File: config.mk
export PLATFORM = sky130hd
export DESIGN_NAME = can_handler
export DESIGN_NICKNAME = d
export VERILOG_FILES = /design/src/source/can_pkg.sv /design/src/source/can_handler.sv /design/src/source/can_upload_engine.sv /design/src/source/can_rx_fifo.sv /design/src/source/can_tx_assembler.sv /design/src/source/can_cfg_regs.sv /design/src/source/can_cmd_ctrl.sv
export SDC_FILE = /design/constraint.sdc
export NUM_CORES = 1
export LEC_CHECK = 0
export ABC_AREA = 1
export BUFFER_PORTS_ARGS = -buffer_cell sky130_fd_sc_hd__buf_2
export CAP_MARGIN = 20
export CORE_MARGIN = 3
export CORE_UTILIZATION = 50
export DETAILED_ROUTE_END_ITERATION = 10
export PLACE_DENSITY = 0.8
export SYNTH_ARGS = -nofsm -noshare
export SYNTH_HDL_FRONTEND = slang
export SYNTH_SLANG_ARGS = --single-unit
export TNS_END_PERCENT = 100
File: constraint.sdc
create_clock -name clk -period 5 [get_ports clk]
set_input_delay 1 -clock clk [delete_from_list [all_inputs] [get_ports clk]]
set_output_delay 1 -clock clk [all_outputs]
set_load 0.05 [all_outputs]
File: src/source/can_pkg.sv
`default_nettype none

package can_pkg;

    // ====================
    // command codes
    // ====================
    localparam logic [7:0] cmd_can_config = 8'h27;  // load node config
    localparam logic [7:0] cmd_can_tx     = 8'h28;  // send one data frame
    localparam logic [7:0] cmd_can_rx     = 8'h29;  // drain received bytes

    // ====================
    // sizes
    // ====================
    localparam int cfg_bytes    = 16;
    localparam int tx_max_bytes = 4;
    localparam int rx_depth     = 16;

    // host command bus, one data byte per beat
    typedef struct packed {
        logic [7:0]  cmd_type;
        logic [15:0] length;
        logic [7:0]  data;
        logic [15:0] index;
        logic        data_valid;
    } cmd_bus_t;

    // runtime configuration handed to the core
    typedef struct packed {
        logic [10:0] local_id;
        logic [10:0] short_filter;
        logic [10:0] short_mask;
        logic [28:0] long_filter;
        logic [28:0] long_mask;
        logic [15:0] c_pts;       // propagation segment
    } can_cfg_t;

    // frame request, data is big endian
    typedef struct packed {
        logic [31:0] data;
        logic [3:0]  len;
    } can_tx_req_t;

    // defaults for 1 MHz bit rate on a 60 MHz clock
    localparam can_cfg_t cfg_default = '{
        local_id:     11'h001,
        short_filter: 11'h002,
        short_mask:   11'h7FF,
        long_filter:  29'h12345678,
        long_mask:    29'h1FFFFFFF,
        c_pts:        16'd34
    };

endpackage

`default_nettype wire
File: src/source/can_handler.sv
`timescale 1ns/1ps
`default_nettype none

module can_handler (
    input  logic                  clk,
    input  logic                  rst_n,
    // host command side
    input  logic                  cmd_start,
    input  logic                  cmd_done,
    input  can_pkg::cmd_bus_t     cmd,
    output logic                  cmd_ready,
    // core side
    output can_pkg::can_cfg_t     cfg,
    output logic                  tx_valid,
    output can_pkg::can_tx_req_t  tx_req,
    input  logic                  tx_ready,
    input  logic                  rx_valid,
    input  logic [7:0]            rx_data,
    // upload side
    input  logic                  upload_ready,
    output logic                  upload_active,
    output logic                  upload_valid,
    output logic                  upload_req,
    output logic [7:0]            upload_data
);

    logic       cfg_capture;
    logic       cfg_update;
    logic       tx_collect;
    logic       tx_fire;
    logic       fifo_empty;
    logic       fifo_pop;
    logic [7:0] fifo_data;

    // ====================
    // control
    // ====================
    can_cmd_ctrl u_ctrl (
        .clk           (clk),
        .rst_n         (rst_n),
        .cmd_start     (cmd_start),
        .cmd_done      (cmd_done),
        .cmd_type      (cmd.cmd_type),
        .fifo_empty    (fifo_empty),
        .tx_ready      (tx_ready),
        .cmd_ready     (cmd_ready),
        .cfg_capture   (cfg_capture),
        .cfg_update    (cfg_update),
        .tx_collect    (tx_collect),
        .tx_fire       (tx_fire),
        .upload_active (upload_active)
    );

    can_cfg_regs u_cfg (
        .clk         (clk),
        .rst_n       (rst_n),
        .cmd         (cmd),
        .cfg_capture (cfg_capture),
        .cfg_update  (cfg_update),
        .cfg         (cfg)
    );

    can_tx_assembler u_tx (
        .clk        (clk),
        .rst_n      (rst_n),
        .cmd_start  (cmd_start),
        .cmd        (cmd),
        .tx_collect (tx_collect),
        .tx_fire    (tx_fire),
        .tx_valid   (tx_valid),
        .tx_req     (tx_req)
    );

    // receive path
    can_rx_fifo u_rx_fifo (
        .clk       (clk),
        .rst_n     (rst_n),
        .push      (rx_valid),
        .push_data (rx_data),
        .pop       (fifo_pop),
        .pop_data  (fifo_data),
        .empty     (fifo_empty)
    );

    can_upload_engine u_upload (
        .clk           (clk),
        .rst_n         (rst_n),
        .upload_active (upload_active),
        .fifo_empty    (fifo_empty),
        .fifo_data     (fifo_data),
        .upload_ready  (upload_ready),
        .pop           (fifo_pop),
        .upload_valid  (upload_valid),
        .upload_req    (upload_req),
        .upload_data   (upload_data)
    );

endmodule

`default_nettype wire

File: src/source/can_upload_engine.sv
`timescale 1ns/1ps
`default_nettype none

module can_upload_engine (
    input  logic       clk,
    input  logic       rst_n,
    input  logic       upload_active,
    input  logic       fifo_empty,
    input  logic [7:0] fifo_data,
    input  logic       upload_ready,
    output logic       pop,
    output logic       upload_valid,
    output logic       upload_req,
    output logic [7:0] upload_data
);

    typedef enum logic [1:0] {
        up_idle,
        up_send,
        up_wait
    } up_state_t;

    up_state_t state;

    // launch only when the host can take it
    assign pop = (state == up_idle) && upload_active && upload_ready && !fifo_empty;

    // ====================
    // handshake FSM
    // ====================
    always_ff @(posedge clk or negedge rst_n) begin
        if (!rst_n) begin
            state <= up_idle;
        end else begin
            case (state)
                up_idle: if (pop) state <= up_send;
                up_send: state <= up_wait;
                up_wait: if (upload_ready) state <= up_idle;  // byte taken
                default: state <= up_idle;
            endcase
        end
    end

    always_ff @(posedge clk) begin
        if (pop) begin
            upload_data <= fifo_data;
        end
    end

    assign upload_valid = (state == up_send);
    assign upload_req   = (state == up_send) || (state == up_wait);

endmodule

`default_nettype wire

File: src/source/can_rx_fifo.sv
`timescale 1ns/1ps
`default_nettype none

module can_rx_fifo (
    input  logic       clk,
    input  logic       rst_n,
    input  logic       push,
    input  logic [7:0] push_data,
    input  logic       pop,
    output logic [7:0] pop_data,
    output logic       empty
);
    import can_pkg::*;

    logic [7:0]                  mem [rx_depth];
    logic [$clog2(rx_depth)-1:0] wr_ptr;
    logic [$clog2(rx_depth)-1:0] rd_ptr;
    logic [$clog2(rx_depth):0]   count;
    logic                        full;
    logic                        do_push;
    logic                        do_pop;

    assign full    = (count == rx_depth);
    assign empty   = (count == '0);
    assign do_push = push && !full;   // overflow bytes dropped
    assign do_pop  = pop && !empty;

    always_ff @(posedge clk) begin
        if (do_push) begin
            mem[wr_ptr] <= push_data;
        end
    end

    always_ff @(posedge clk or negedge rst_n) begin
        if (!rst_n) begin
            wr_ptr <= '0;
            rd_ptr <= '0;
            count  <= '0;
        end else begin
            if (do_push) wr_ptr <= wr_ptr + 1'b1;  // wraps at depth
            if (do_pop) rd_ptr <= rd_ptr + 1'b1;
            if (do_push && !do_pop) begin
                count <= count + 1'b1;
            end else if (do_pop && !do_push) begin
                count <= count - 1'b1;
            end
        end
    end

    assign pop_data = mem[rd_ptr];  // oldest byte

endmodule

`default_nettype wire

File: src/source/can_tx_assembler.sv
`timescale 1ns/1ps
`default_nettype none

module can_tx_assembler (
    input  logic                  clk,
    input  logic                  rst_n,
    input  logic                  cmd_start,
    input  can_pkg::cmd_bus_t     cmd,
    input  logic                  tx_collect,
    input  logic                  tx_fire,
    output logic                  tx_valid,
    output can_pkg::can_tx_req_t  tx_req
);
    import can_pkg::*;

    logic [7:0] tx_buf [tx_max_bytes];
    logic [2:0] wr_ptr;     // counts up to tx_max_bytes
    logic [3:0] len_q;      // clamped length
    logic       tx_start;
    logic       wr_en;

    assign tx_start = cmd_start && (cmd.cmd_type == cmd_can_tx);
    assign wr_en    = tx_collect && cmd.data_valid && (wr_ptr < tx_max_bytes);

    // ====================
    // byte buffer
    // ====================
    always_ff @(posedge clk) begin
        if (tx_start) begin
            for (int i = 0; i < tx_max_bytes; i++) begin
                tx_buf[i] <= 8'h00;  // short frames are zero filled
            end
        end else if (wr_en) begin
            tx_buf[wr_ptr[1:0]] <= cmd.data;
        end
    end

    always_ff @(posedge clk or negedge rst_n) begin
        if (!rst_n) begin
            wr_ptr <= '0;
            len_q  <= 4'(tx_max_bytes);
        end else if (tx_start) begin
            wr_ptr <= '0;
            if ((cmd.length >= 16'd1) && (cmd.length <= tx_max_bytes)) begin
                len_q <= cmd.length[3:0];
            end else begin
                len_q <= 4'(tx_max_bytes);
            end
        end else if (wr_en) begin
            wr_ptr <= wr_ptr + 3'd1;
        end
    end

    // frame request, byte 0 goes out first
    always_ff @(posedge clk) begin
        if (tx_fire) begin
            tx_req.data <= {tx_buf[0], tx_buf[1], tx_buf[2], tx_buf[3]};
            tx_req.len  <= len_q;
        end
    end

    always_ff @(posedge clk or negedge rst_n) begin
        if (!rst_n) begin
            tx_valid <= 1'b0;
        end else begin
            tx_valid <= tx_fire;  // one pulse per fire
        end
    end

endmodule

`default_nettype wire

File: src/source/can_cfg_regs.sv
`timescale 1ns/1ps
`default_nettype none

module can_cfg_regs (
    input  logic               clk,
    input  logic               rst_n,
    input  can_pkg::cmd_bus_t  cmd,
    input  logic               cfg_capture,
    input  logic               cfg_update,
    output can_pkg::can_cfg_t  cfg
);
    import can_pkg::*;

    logic [7:0] stage [cfg_bytes];  // raw config message

    // staging bytes, placed by host index
    always_ff @(posedge clk) begin
        if (cfg_capture && cmd.data_valid && (cmd.index < cfg_bytes)) begin
            stage[cmd.index[$clog2(cfg_bytes)-1:0]] <= cmd.data;
        end
    end

    // ====================
    // unpack, low byte first
    // ====================
    always_ff @(posedge clk or negedge rst_n) begin
        if (!rst_n) begin
            cfg <= cfg_default;
        end else if (cfg_update) begin
            cfg.local_id     <= {stage[1][2:0], stage[0]};
            cfg.short_filter <= {stage[3][2:0], stage[2]};
            cfg.short_mask   <= {stage[5][2:0], stage[4]};
            // 29 bit ids span four bytes, top bits of the last byte unused
            cfg.long_filter  <= {stage[9][4:0], stage[8], stage[7], stage[6]};
            cfg.long_mask    <= {stage[13][4:0], stage[12], stage[11], stage[10]};
            cfg.c_pts        <= {stage[15], stage[14]};
        end
    end

endmodule

`default_nettype wire

File: src/source/can_cmd_ctrl.sv
`timescale 1ns/1ps
`default_nettype none

module can_cmd_ctrl (
    input  logic       clk,
    input  logic       rst_n,
    input  logic       cmd_start,
    input  logic       cmd_done,
    input  logic [7:0] cmd_type,
    input  logic       fifo_empty,
    input  logic       tx_ready,
    output logic       cmd_ready,
    output logic       cfg_capture,
    output logic       cfg_update,
    output logic       tx_collect,
    output logic       tx_fire,
    output logic       upload_active
);
    import can_pkg::*;

    typedef enum logic [2:0] {
        st_idle,
        st_cfg_capture,
        st_cfg_update,
        st_tx_collect,
        st_tx_fire,
        st_tx_wait,
        st_rx_check,
        st_upload
    } state_t;

    state_t state;
    state_t state_nxt;

    always_ff @(posedge clk or negedge rst_n) begin
        if (!rst_n) begin
            state <= st_idle;
        end else begin
            state <= state_nxt;
        end
    end

    // ====================
    // next state
    // ====================
    always_comb begin
        state_nxt = state;
        case (state)
            st_idle: begin
                if (cmd_start) begin
                    case (cmd_type)
                        cmd_can_config: state_nxt = st_cfg_capture;
                        cmd_can_tx:     state_nxt = st_tx_collect;
                        cmd_can_rx:     state_nxt = st_rx_check;
                        default:        state_nxt = st_idle;  // unknown code, ignored
                    endcase
                end
            end
            st_cfg_capture: if (cmd_done) state_nxt = st_cfg_update;
            st_cfg_update:  state_nxt = st_idle;
            st_tx_collect:  if (cmd_done) state_nxt = st_tx_fire;
            st_tx_fire:     state_nxt = st_tx_wait;  // last byte settles here
            st_tx_wait:     if (tx_ready) state_nxt = st_idle;
            st_rx_check:    state_nxt = fifo_empty ? st_idle : st_upload;
            st_upload:      if (fifo_empty) state_nxt = st_idle;
            default:        state_nxt = st_idle;
        endcase
    end

    // steering for the datapath blocks
    assign cmd_ready     = (state == st_idle);
    assign cfg_capture   = (state == st_cfg_capture);
    assign cfg_update    = (state == st_cfg_update);   // single cycle
    assign tx_collect    = (state == st_tx_collect);
    assign tx_fire       = (state == st_tx_fire);      // single cycle
    assign upload_active = (state == st_upload);

endmodule

`default_nettype wire

Word-level counts from Yosys, hierarchy flattened
Memories as Yosys holds them, arrays and structs flattened. A register that Yosys moved wholly into a read port is not among the register bits.
Index checks and enable logic that the tools add are counted.
{ "op_classes": {"addsub": 5, "order_cmp": 4, "n_eq_ne": 20, "muxes": 28, "n_reduce_logical": 42} }
{ "op_table": {"columns": ["cell", "count"], "rows": [
  ["8-bit by 6-bit equality test with 1-bit output, second input constant", 3],
  ["3-bit two-way mux", 8],
  ["3-bit case mux with 8 select lines", 1],
  ["1-bit logical NOT", 20],
  ["16-bit by 1-bit >= comparator with 1-bit output, second input constant", 1],
  ["16-bit by 3-bit <= comparator with 1-bit output, second input constant", 1],
  ["16-bit by 5-bit less-than comparator with 1-bit output, second input constant", 1],
  ["2-bit inequality test, second input constant", 7],
  ["1-bit logical AND", 13],
  ["3-bit equality test, second input constant", 4],
  ["1-bit two-way mux", 10],
  ["5-bit two-way mux", 2],
  ["3-bit case mux with 3 select lines", 1],
  ["4-bit by 1-bit adder with 4-bit output, second input constant", 2],
  ["8-bit two-way mux", 1],
  ["8-bit OR reduction", 1],
  ["3-bit by 2-bit equality test with 1-bit output, second input constant", 2],
  ["2-bit two-way mux", 3],
  ["2-bit case mux with 3 select lines", 1],
  ["5-bit by 1-bit adder with 5-bit output, second input constant", 1],
  ["5-bit equality test, second input constant", 1],
  ["5-bit logical NOT", 1],
  ["5-bit AND reduction", 1],
  ["5-bit by 1-bit subtractor with 5-bit output, second input constant", 1],
  ["11 further kinds", 12]
]} }
{ "word_totals": {"register_bits": 30, "mem_bits_rw": 288, "in_bits": 64, "out_inout_bits": 156, "elab_cells": 111, "mem_count": 3} }
{ "memory_table": {"columns": ["memory", "words", "word_bits", "read_ports", "rd_clocked_by_memory_dff", "write_ports", "line_no", "source"], "rows": [
  ["u_cfg.stage", 16, 8, 16, 16, 1, "can_cfg_regs.sv:14", "logic [7:0] stage [cfg_bytes];"],
  ["u_rx_fifo.mem", 16, 8, 1, 1, 1, "can_rx_fifo.sv:15", "logic [7:0] mem [rx_depth];"],
  ["u_tx.tx_buf", 4, 8, 4, 4, 4, "can_tx_assembler.sv:16", "logic [7:0] tx_buf [tx_max_bytes];"]
]} }

Depth between registers and ports, before layout
Gate-level depths: netlist (run 1).
{ "logic_depth": {"word_depth": 8, "depth_mapped": 16, "mapped_depth_nobuf": 15} }

Hierarchy
Synthesis (run 1) repeated with hierarchy kept, for this count alone.
{ "hier_totals": {"cells_unflattened": 1302, "hier_area_um2": 17429.2} }
{ "by_module_without_submodules": {"columns": ["mod", "instances", "cells_per_inst", "area_per_inst_um2", "seq_area_each_um2"], "rows": [
  ["can_cfg_regs", 1, 394, 7612.3, 5962.0],
  ["can_rx_fifo", 1, 619, 6242.2, 4169.0],
  ["can_tx_assembler", 1, 190, 2761.4, 2243.4],
  ["can_upload_engine", 1, 29, 420.4, 290.3],
  ["can_cmd_ctrl", 1, 70, 392.9, 75.1]
]} }

Least setup slack after synthesis (run 1)
No wires, ideal clock.
{ "synth_path": {"kind": "register -> register", "from": "register u_ctrl.state[1]", "to": "register u_rx_fifo.count[4]", "setup_time_ns": 0.117, "arrival_time_ns": 2.650, "t_required_ns": 4.883, "path_slack_ns": 2.233, "stages_incl_launch_ff": 16, "n_path_buf": 0, "period_less_slack_ns": 2.767, "path_cell_list": "dfrtp_1 inv_1 nor2_1 nand2_1 inv_1 nand3_2 ha_1 inv_1 ha_1 nand2_1 nand2_1 nand2_1 a21o_1 nand2_1 nand2_1 nand2_1"} }
{ "synth_between": {"elab_chain_len": 8, "word_cells_on_any_way": 10, "classes_between": "eq/ne: 1; mux: 1; reduce/logical: 8"} }
{ "synth_lines": {"columns": ["item", "line_no", "source"], "rows": [
  ["from (decl)", "can_cmd_ctrl.sv:32", "state_t state;"],
  ["from (signal assigned)", "can_cmd_ctrl.sv:37", "state <= st_idle;"],
  ["from (signal assigned)", "can_cmd_ctrl.sv:39", "state <= state_nxt;"],
  ["3-bit equality test (*)", "can_cmd_ctrl.sv:76", "assign upload_active = (state == st_upload);"],
  ["via upload_active", "can_handler.sv:21", "output logic upload_active,"],
  ["1-bit logical AND (*) (3 in series)", "can_upload_engine.sv:26", "assign pop = (state == up_idle) && upload_active && upload_ready && !fifo_empty;"],
  ["1-bit logical AND (*)", "can_rx_fifo.sv:26", "assign do_pop = pop && !empty;"],
  ["1-bit logical NOT", "can_rx_fifo.sv:42", "if (do_push && !do_pop) begin"],
  ["1-bit logical AND", "can_rx_fifo.sv:42", null],
  ["5-bit two-way mux or 2-bit nonzero test (tied branches)", null, null],
  ["to (signal assigned)", "can_rx_fifo.sv:43", "count <= count + 1'b1;"],
  ["to (signal assigned)", "can_rx_fifo.sv:45", "count <= count - 1'b1;"],
  ["to (decl)", "can_rx_fifo.sv:18", "logic [$clog2(rx_depth):0] count;"]
]} }
Mark *: on every way through the listed nets, which the timed path passes. The rest lies on a longest branch.
A chain may end at the register's enable or synchronous reset.

Worst setup path after layout (run 1)
{ "layout_path": {"from": "register u_ctrl.state[1]", "to": "output cmd_ready"} }
{ "layout_between": {"elab_chain_len": 1} }
{ "layout_lines": {"columns": ["item", "line_no", "source"], "rows": [
  ["3-bit logical NOT", "can_cmd_ctrl.sv:71", "assign cmd_ready = (state == st_idle);"],
  ["to (decl)", "can_handler.sv:11", "output logic cmd_ready,"]
]} }
No other way between the ends.

==> metrics.yaml, run 1 <==
start_util: 0.514
firstDrtPassIters: 5
required_ns: 4.00
grt_pass1_wl_um: 57000
drt_iter0_markers: 995
synth_edf_count: 311
die_w_um: 190
antenna_found_initial: 0
leakage_nw: 8.08
cts_buffers: 43
avgRoutedWirePerCell_um: 20.1
met3WireLength_um: 3610
ctsResizeCount: 0
place_hpwl_um: 24400
critPathMaxFanout: 7
synthesis.nets: 1226
tns_ns: 0
gp_congestion: 0.825
die_h_um: 190
diodes: 0
synth.area.top_cells: "edfxtp_1 (55%), dfrtp_1 (11%), dfstp_2 (9.0%)"
cts_sinks: 444
vias: 9837
area_growth_syn_to_layout_pct: 17.6
ir_drop_uv: 367
worst_setup_path_end_kind: "primary output"
crit_type: "flip-flop to primary output"
highest_layer: "met4"
vias_per_cell: 5.29
synthesis.instances: 1147
min_path_type: "flip-flop to flip-flop"
finalHoldViolCount: 0
period_needed_ns: 3.02
tightest_slew_ns: 0.959
setup_viol: 0
nFillCells: 2461
max_stage_delay_ns: 0.62
async_flop_share: 0.300
layout-drive-gt1-share: 0.333
max_freq_mhz: 332
cp_slowest_cell: "nor3_1"
ys_ff_latch: 444
ys.flop_type: "edfxtp_1"
wl_um: 37400
ys_warn_count: 0
synth_cell_type_count: 37
holdBufCountCts: 0
ctsRootBufferMaster: "clkbuf_16"
period_share: 0.603
final_antenna_net_count: 0
synth.most_common_cell: "edfxtp_1"
mappedNetlistArea_um2: 16900
clock_skew_ns: 0.0208
grt_max_degree: 74
finalNetCount: 1464
met2_length_um: 18000
ys_seq_area_frac: 0.755
core_um2: 32900
grt_remaining_overflow: 0
grt_pass1_vias: 10075
tritoncts: "yes"
crit_chain: "nor3_1, buf_2"
cp-start-kind: "flip-flop"
row_count: 66
total_power_mw: 11.6
timing.slew.headroom: 0.358
grt_use_total: 0.205
cts_max_path_buffers: 3
clock_latency_ns: 0.55
post-cts-setup-buffers: 0
ios: 220
yosys.area.top_type: "edfxtp_1"
route.detailed.drc: 0
die_area_um2: 36000
syn_area_per_cell_um2: 14.7
wl_met1_um: 14700
arrival_ns: 2.02
cts.htree.levels: 2
status: "completed"
rsz0062_at_grt: "no"
cap_violations: 0
yosys.area.top_type_share: 0.553
slew_viol_final: 0
synth.cells.most_frequent: "edfxtp_1 (311), nand2_1 (183), nor2_1 (138), mux2_2 (77), dfrtp_1 (75)"
powerDensity_nw_per_um2: 582
path_clk_slew_ns: 0.06
port_buffers: 219
## worst max-delay path, delay by kind of cell, from the launching register on
kind	cells	cell delay, ns
AND/OR/NAND/NOR	1	0.62
flip-flops	1	0.45
buffers and inverters	1	0.39
## metrics by stage
step / cell area, um^2 / hold WS (ns) / instances / worst slack (ns) / util
after floorplan: 16900 / 0.400 / 1147 / 2.23 / -
after global routing: 19900 / 0.427 / 1861 / 1.92 / 0.604
after global placement: 18400 / 0.400 / 1782 / 1.86 / 0.560
after CTS: 19900 / 0.419 / 1861 / 1.99 / 0.604
after detailed placement: 18400 / 0.405 / 1782 / 1.79 / 0.560
final: 19900 / 0.418 / 1861 / 1.98 / 0.604
## flip-flops by register name (all words and copies together), names as in the netlist, 3 cells and up
name	flops
u_rx_fifo.mem	128
u_upload.upload_data	8
u_cfg.stage	107
u_ctrl.state	3
u_tx.len_q	4
u_tx.tx_req	11
u_rx_fifo.wr_ptr	4
tx_req	25
u_tx.tx_buf	32
u_rx_fifo.rd_ptr	4
u_rx_fifo.count	5
u_cfg.cfg	107
u_tx.wr_ptr	3
## layout make-up
| class | instances | area [um^2] | share of cell area |
|---|---|---|---|
| timing repair buffer | 226 | 1150 | 0.0582 |
| multi-input combinational | 606 | 3720 | 0.187 |
| tap | 442 | 553 | 0.0279 |
| clock inverter | 24 | 280 | 0.0141 |
| clock buffer | 55 | 1160 | 0.0585 |
| sequential | 444 | 12700 | 0.642 |
| inverter | 64 | 241 | 0.0122 |
## worst paths after layout
check                      cells past startpoint               from                 to  slack, ns
setup / recovery                               2    u_ctrl.state[1]          cmd_ready       1.98
hold reg to reg                                0  u_tx.tx_buf[3][2]          tx_req[6]       0.42
max in group asynchronous                      2              rst_n      u_cfg.cfg[74]       3.58
min in group asynchronous                      1              rst_n      u_cfg.cfg[61]       0.45
hold / removal                                 0  u_tx.tx_buf[3][2]          tx_req[6]       0.42
setup reg to reg                               3    u_ctrl.state[1]  u_cfg.stage[4][2]       2.35
## layer usage
layer  global-route usage  vias up
met5                    0        -
met3               0.0684       67
met1                0.267     4893
met2                0.327      383
li1                     -     4494
met4               0.0722        0
## placed cells by master (no fill, tap or decap), types with 5 or more instances in the layout
cell,n
a21oi_1,43
buf_2,218
buf_4,7
bufinv_16,5
clkbuf_1,8
clkbuf_16,43
clkinv_1,10
clkinv_2,9
dfrtp_1,74
dfstp_2,58
edfxtp_1,311
ha_1,14
inv_1,58
mux2_2,77
mux2_4,30
nand2_1,183
nand3_1,30
nand4_1,5
nor2_1,138
o211ai_1,16
o21ai_0,38
xor2_1,5
## logic make-up (layout without fill, tap and decap cells)
family,after synthesis,count (layout),share of synthesized area
simple gates,373,373,0.0927
compound gates,103,103,0.0337
buf+inv,97,369,0.0252
flops,444,444,0.755
xor+xnor,8,8,0.00415
fa+ha+maj,15,15,0.0116
mux,107,107,0.0781
## report_power, final
group / leakage, nW / total (mW) / internal (mW) / switching, mW
Clock: 0.708 / 3.28 / 1.91 / 1.37
Combinational: 3.02 / 3.26 / 0.842 / 2.42
Sequential: 4.36 / 5.02 / 4.70 / 0.322
Total: 8.08 / 11.6 / 7.45 / 4.11
Power figures use the tool's default switching activity.
==> inputs of run 2 (changes only) <==
--- a/config.mk
+++ b/config.mk
@@ -11,7 +11,7 @@
 export CORE_MARGIN = 3
 export CORE_UTILIZATION = 50
 export DETAILED_ROUTE_END_ITERATION = 10
-export PLACE_DENSITY = 0.8
+export PLACE_DENSITY = 0.82
 export SYNTH_ARGS = -nofsm -noshare
 export SYNTH_HDL_FRONTEND = slang
 export SYNTH_SLANG_ARGS = --single-unit
==> constraint.sdc (replaced) <==
create_clock -name clk -period 2.64 [get_ports clk]
set_input_delay 0.528 -clock clk [delete_from_list [all_inputs] [get_ports clk]]
set_output_delay 0.528 -clock clk [all_outputs]
set_load 0.05 [all_outputs]
==> metrics.yaml, run 2 (same netlist as run 1, synthesis figures left out) <==
status: "completed"
die_h_um: 190
ctsResizeCount: 0
dp_cells: 1831
cts.htree.levels: 2
final_cell_area_um2: 20300
arrival_ns: 2.74
diodes: 0
setup_viol: 0
period_needed_ns: 2.32
place_hpwl_um: 25800
powerDensity_nw_per_um2: 1080
route.detailed.drc: 0
r2r.worst_path.cells: 15
finalNetCount: 1515
ir_drop_uv: 930
ctsRootBufferMaster: "clkbuf_16"
drt_iter0_markers: 809
finalHoldViolCount: 0
grt_pass1_wl_um: 59300
clock_skew_ns: 0.0173
largest_reg_flops: 128
most-common-layout-cells: "edfxtp_1 (311), buf_2 (218), nand2_1 (183)"
ios: 220
worst_setup_path_end_kind: "flip-flop"
area_growth_syn_to_layout_pct: 20.0
critPathMaxFanout: 4
slew_viol_final: 0
required_ns: 3.07
crit_type: "flip-flop to flip-flop"
reg2reg_from: "u_rx_fifo.count[0]"
cts_buffers: 45
grt_use_total: 0.213
min_path_type: "input port to async pin"
port_buffers: 219
cp-start-kind: "flip-flop"
final_common_cell: "edfxtp_1"
start_util: 0.514
wl_um: 38500
gp_congestion: 0.824
vias: 10113
period_share: 0.878
firstDrtPassIters: 5
die_area_um2: 36000
stdcell_count: 1915
cts_sinks: 444
post-cts-setup-buffers: 0
regToRegEndpoint: "u_rx_fifo.count[4]"
antenna_found_initial: 0
holdBufCountCts: 0
vias_per_cell: 5.28
avgRoutedWirePerCell_um: 20.1
nFillCells: 2400
cts_max_path_buffers: 3
timing.slew.headroom: 0.539
final_antenna_net_count: 0
placed_area_um2: 18800
row_count: 66
grt_max_degree: 69
cap_violations: 0
max_freq_mhz: 431
grt_remaining_overflow: 0
largest-register: "u_rx_fifo.mem"
layout-drive-gt1-share: 0.354
tightest_slew_ns: 0.692
leakage_nw: 8.33
path_clk_slew_ns: 0.06
clock_latency_ns: 0.55
tritoncts: "yes"
core_um2: 32900
dp_slack_ns: 0.338
die_w_um: 190
fin_ws_ns: 0.322
tns_ns: 0
rsz0062_at_grt: "no"
grt_pass1_vias: 10440
rrSetupSlack_ns: 0.32
-- run 2: worst max-delay path by stage --
| stage | from | end | slack (ns) | cells past startpoint |
|---|---|---|---|---|
| 6_report | u_rx_fifo.count[0] | u_rx_fifo.count[4] | 0.32 | 15 |
| 5_1_grt | u_rx_fifo.count[1] | u_rx_fifo.count[4] | 0.006 | 15 |
| 4_1_cts | u_rx_fifo.count[0] | u_rx_fifo.count[4] | 0.33 | 15 |
| 3_5_place_dp | u_rx_fifo.count[0] | u_rx_fifo.count[4] | 0.34 | 15 |
| 3_3_place_gp | u_rx_fifo.count[0] | u_rx_fifo.count[4] | 0.42 | 15 |
| 2_1_floorplan | u_ctrl.state[1] | u_rx_fifo.count[4] | 0.14 | 15 |
-- run 2: area by class of cell --
class	instances	area, um^2	share of cell area
flip-flops and latches	444	12700	0.629
inverters	64	241	0.0119
clock buffers	64	1240	0.0611
clock inverters	20	184	0.00908
well taps	442	553	0.0273
multi-input cells	606	3720	0.184
repair buffers	275	1570	0.0777
-- run 2: metal layers --
layer	routed length [um]	vias up	track usage
li1	-	4614	-
met4	1390	0	0.0785
met5	0	-	0
met3	3360	95	0.0660
met2	18400	422	0.344
met1	15300	4982	0.275
-- run 2: critical path: stages (launching register included) --
cell and delay, ns:
dfrtp_1 0.43, nor2_1 0.17, nand3_1 0.17, nand2_1 0.14, inv_1 0.08, nand3_2 0.07
ha_1 0.19, inv_1 0.11, fa_1 0.40, nand2_1 0.09, nand2_1 0.05, nand2_1 0.07
a21o_1 0.11, nand2_1 0.04, nand2_1 0.05, nand2_1 0.04
-- run 2: where the power goes --
group / total [mW] / switching (mW) / internal [mW]
Sequential: 9.54 / 0.645 / 8.90
Clock: 6.12 / 2.62 / 3.50
Combinational: 6.24 / 4.59 / 1.65
-- run 2: per-stage QoR --
stage | util | power, mW | hold WS (ns)
after floorplan | - | 14.2 | 0.232
after global placement | 0.573 | 15.7 | 0.401
after detailed placement | 0.573 | 15.9 | 0.405
after CTS | 0.616 | 22.1 | 0.0291
after global routing | 0.616 | 22.7 | 0.0393
final | 0.616 | 21.9 | 0.0111
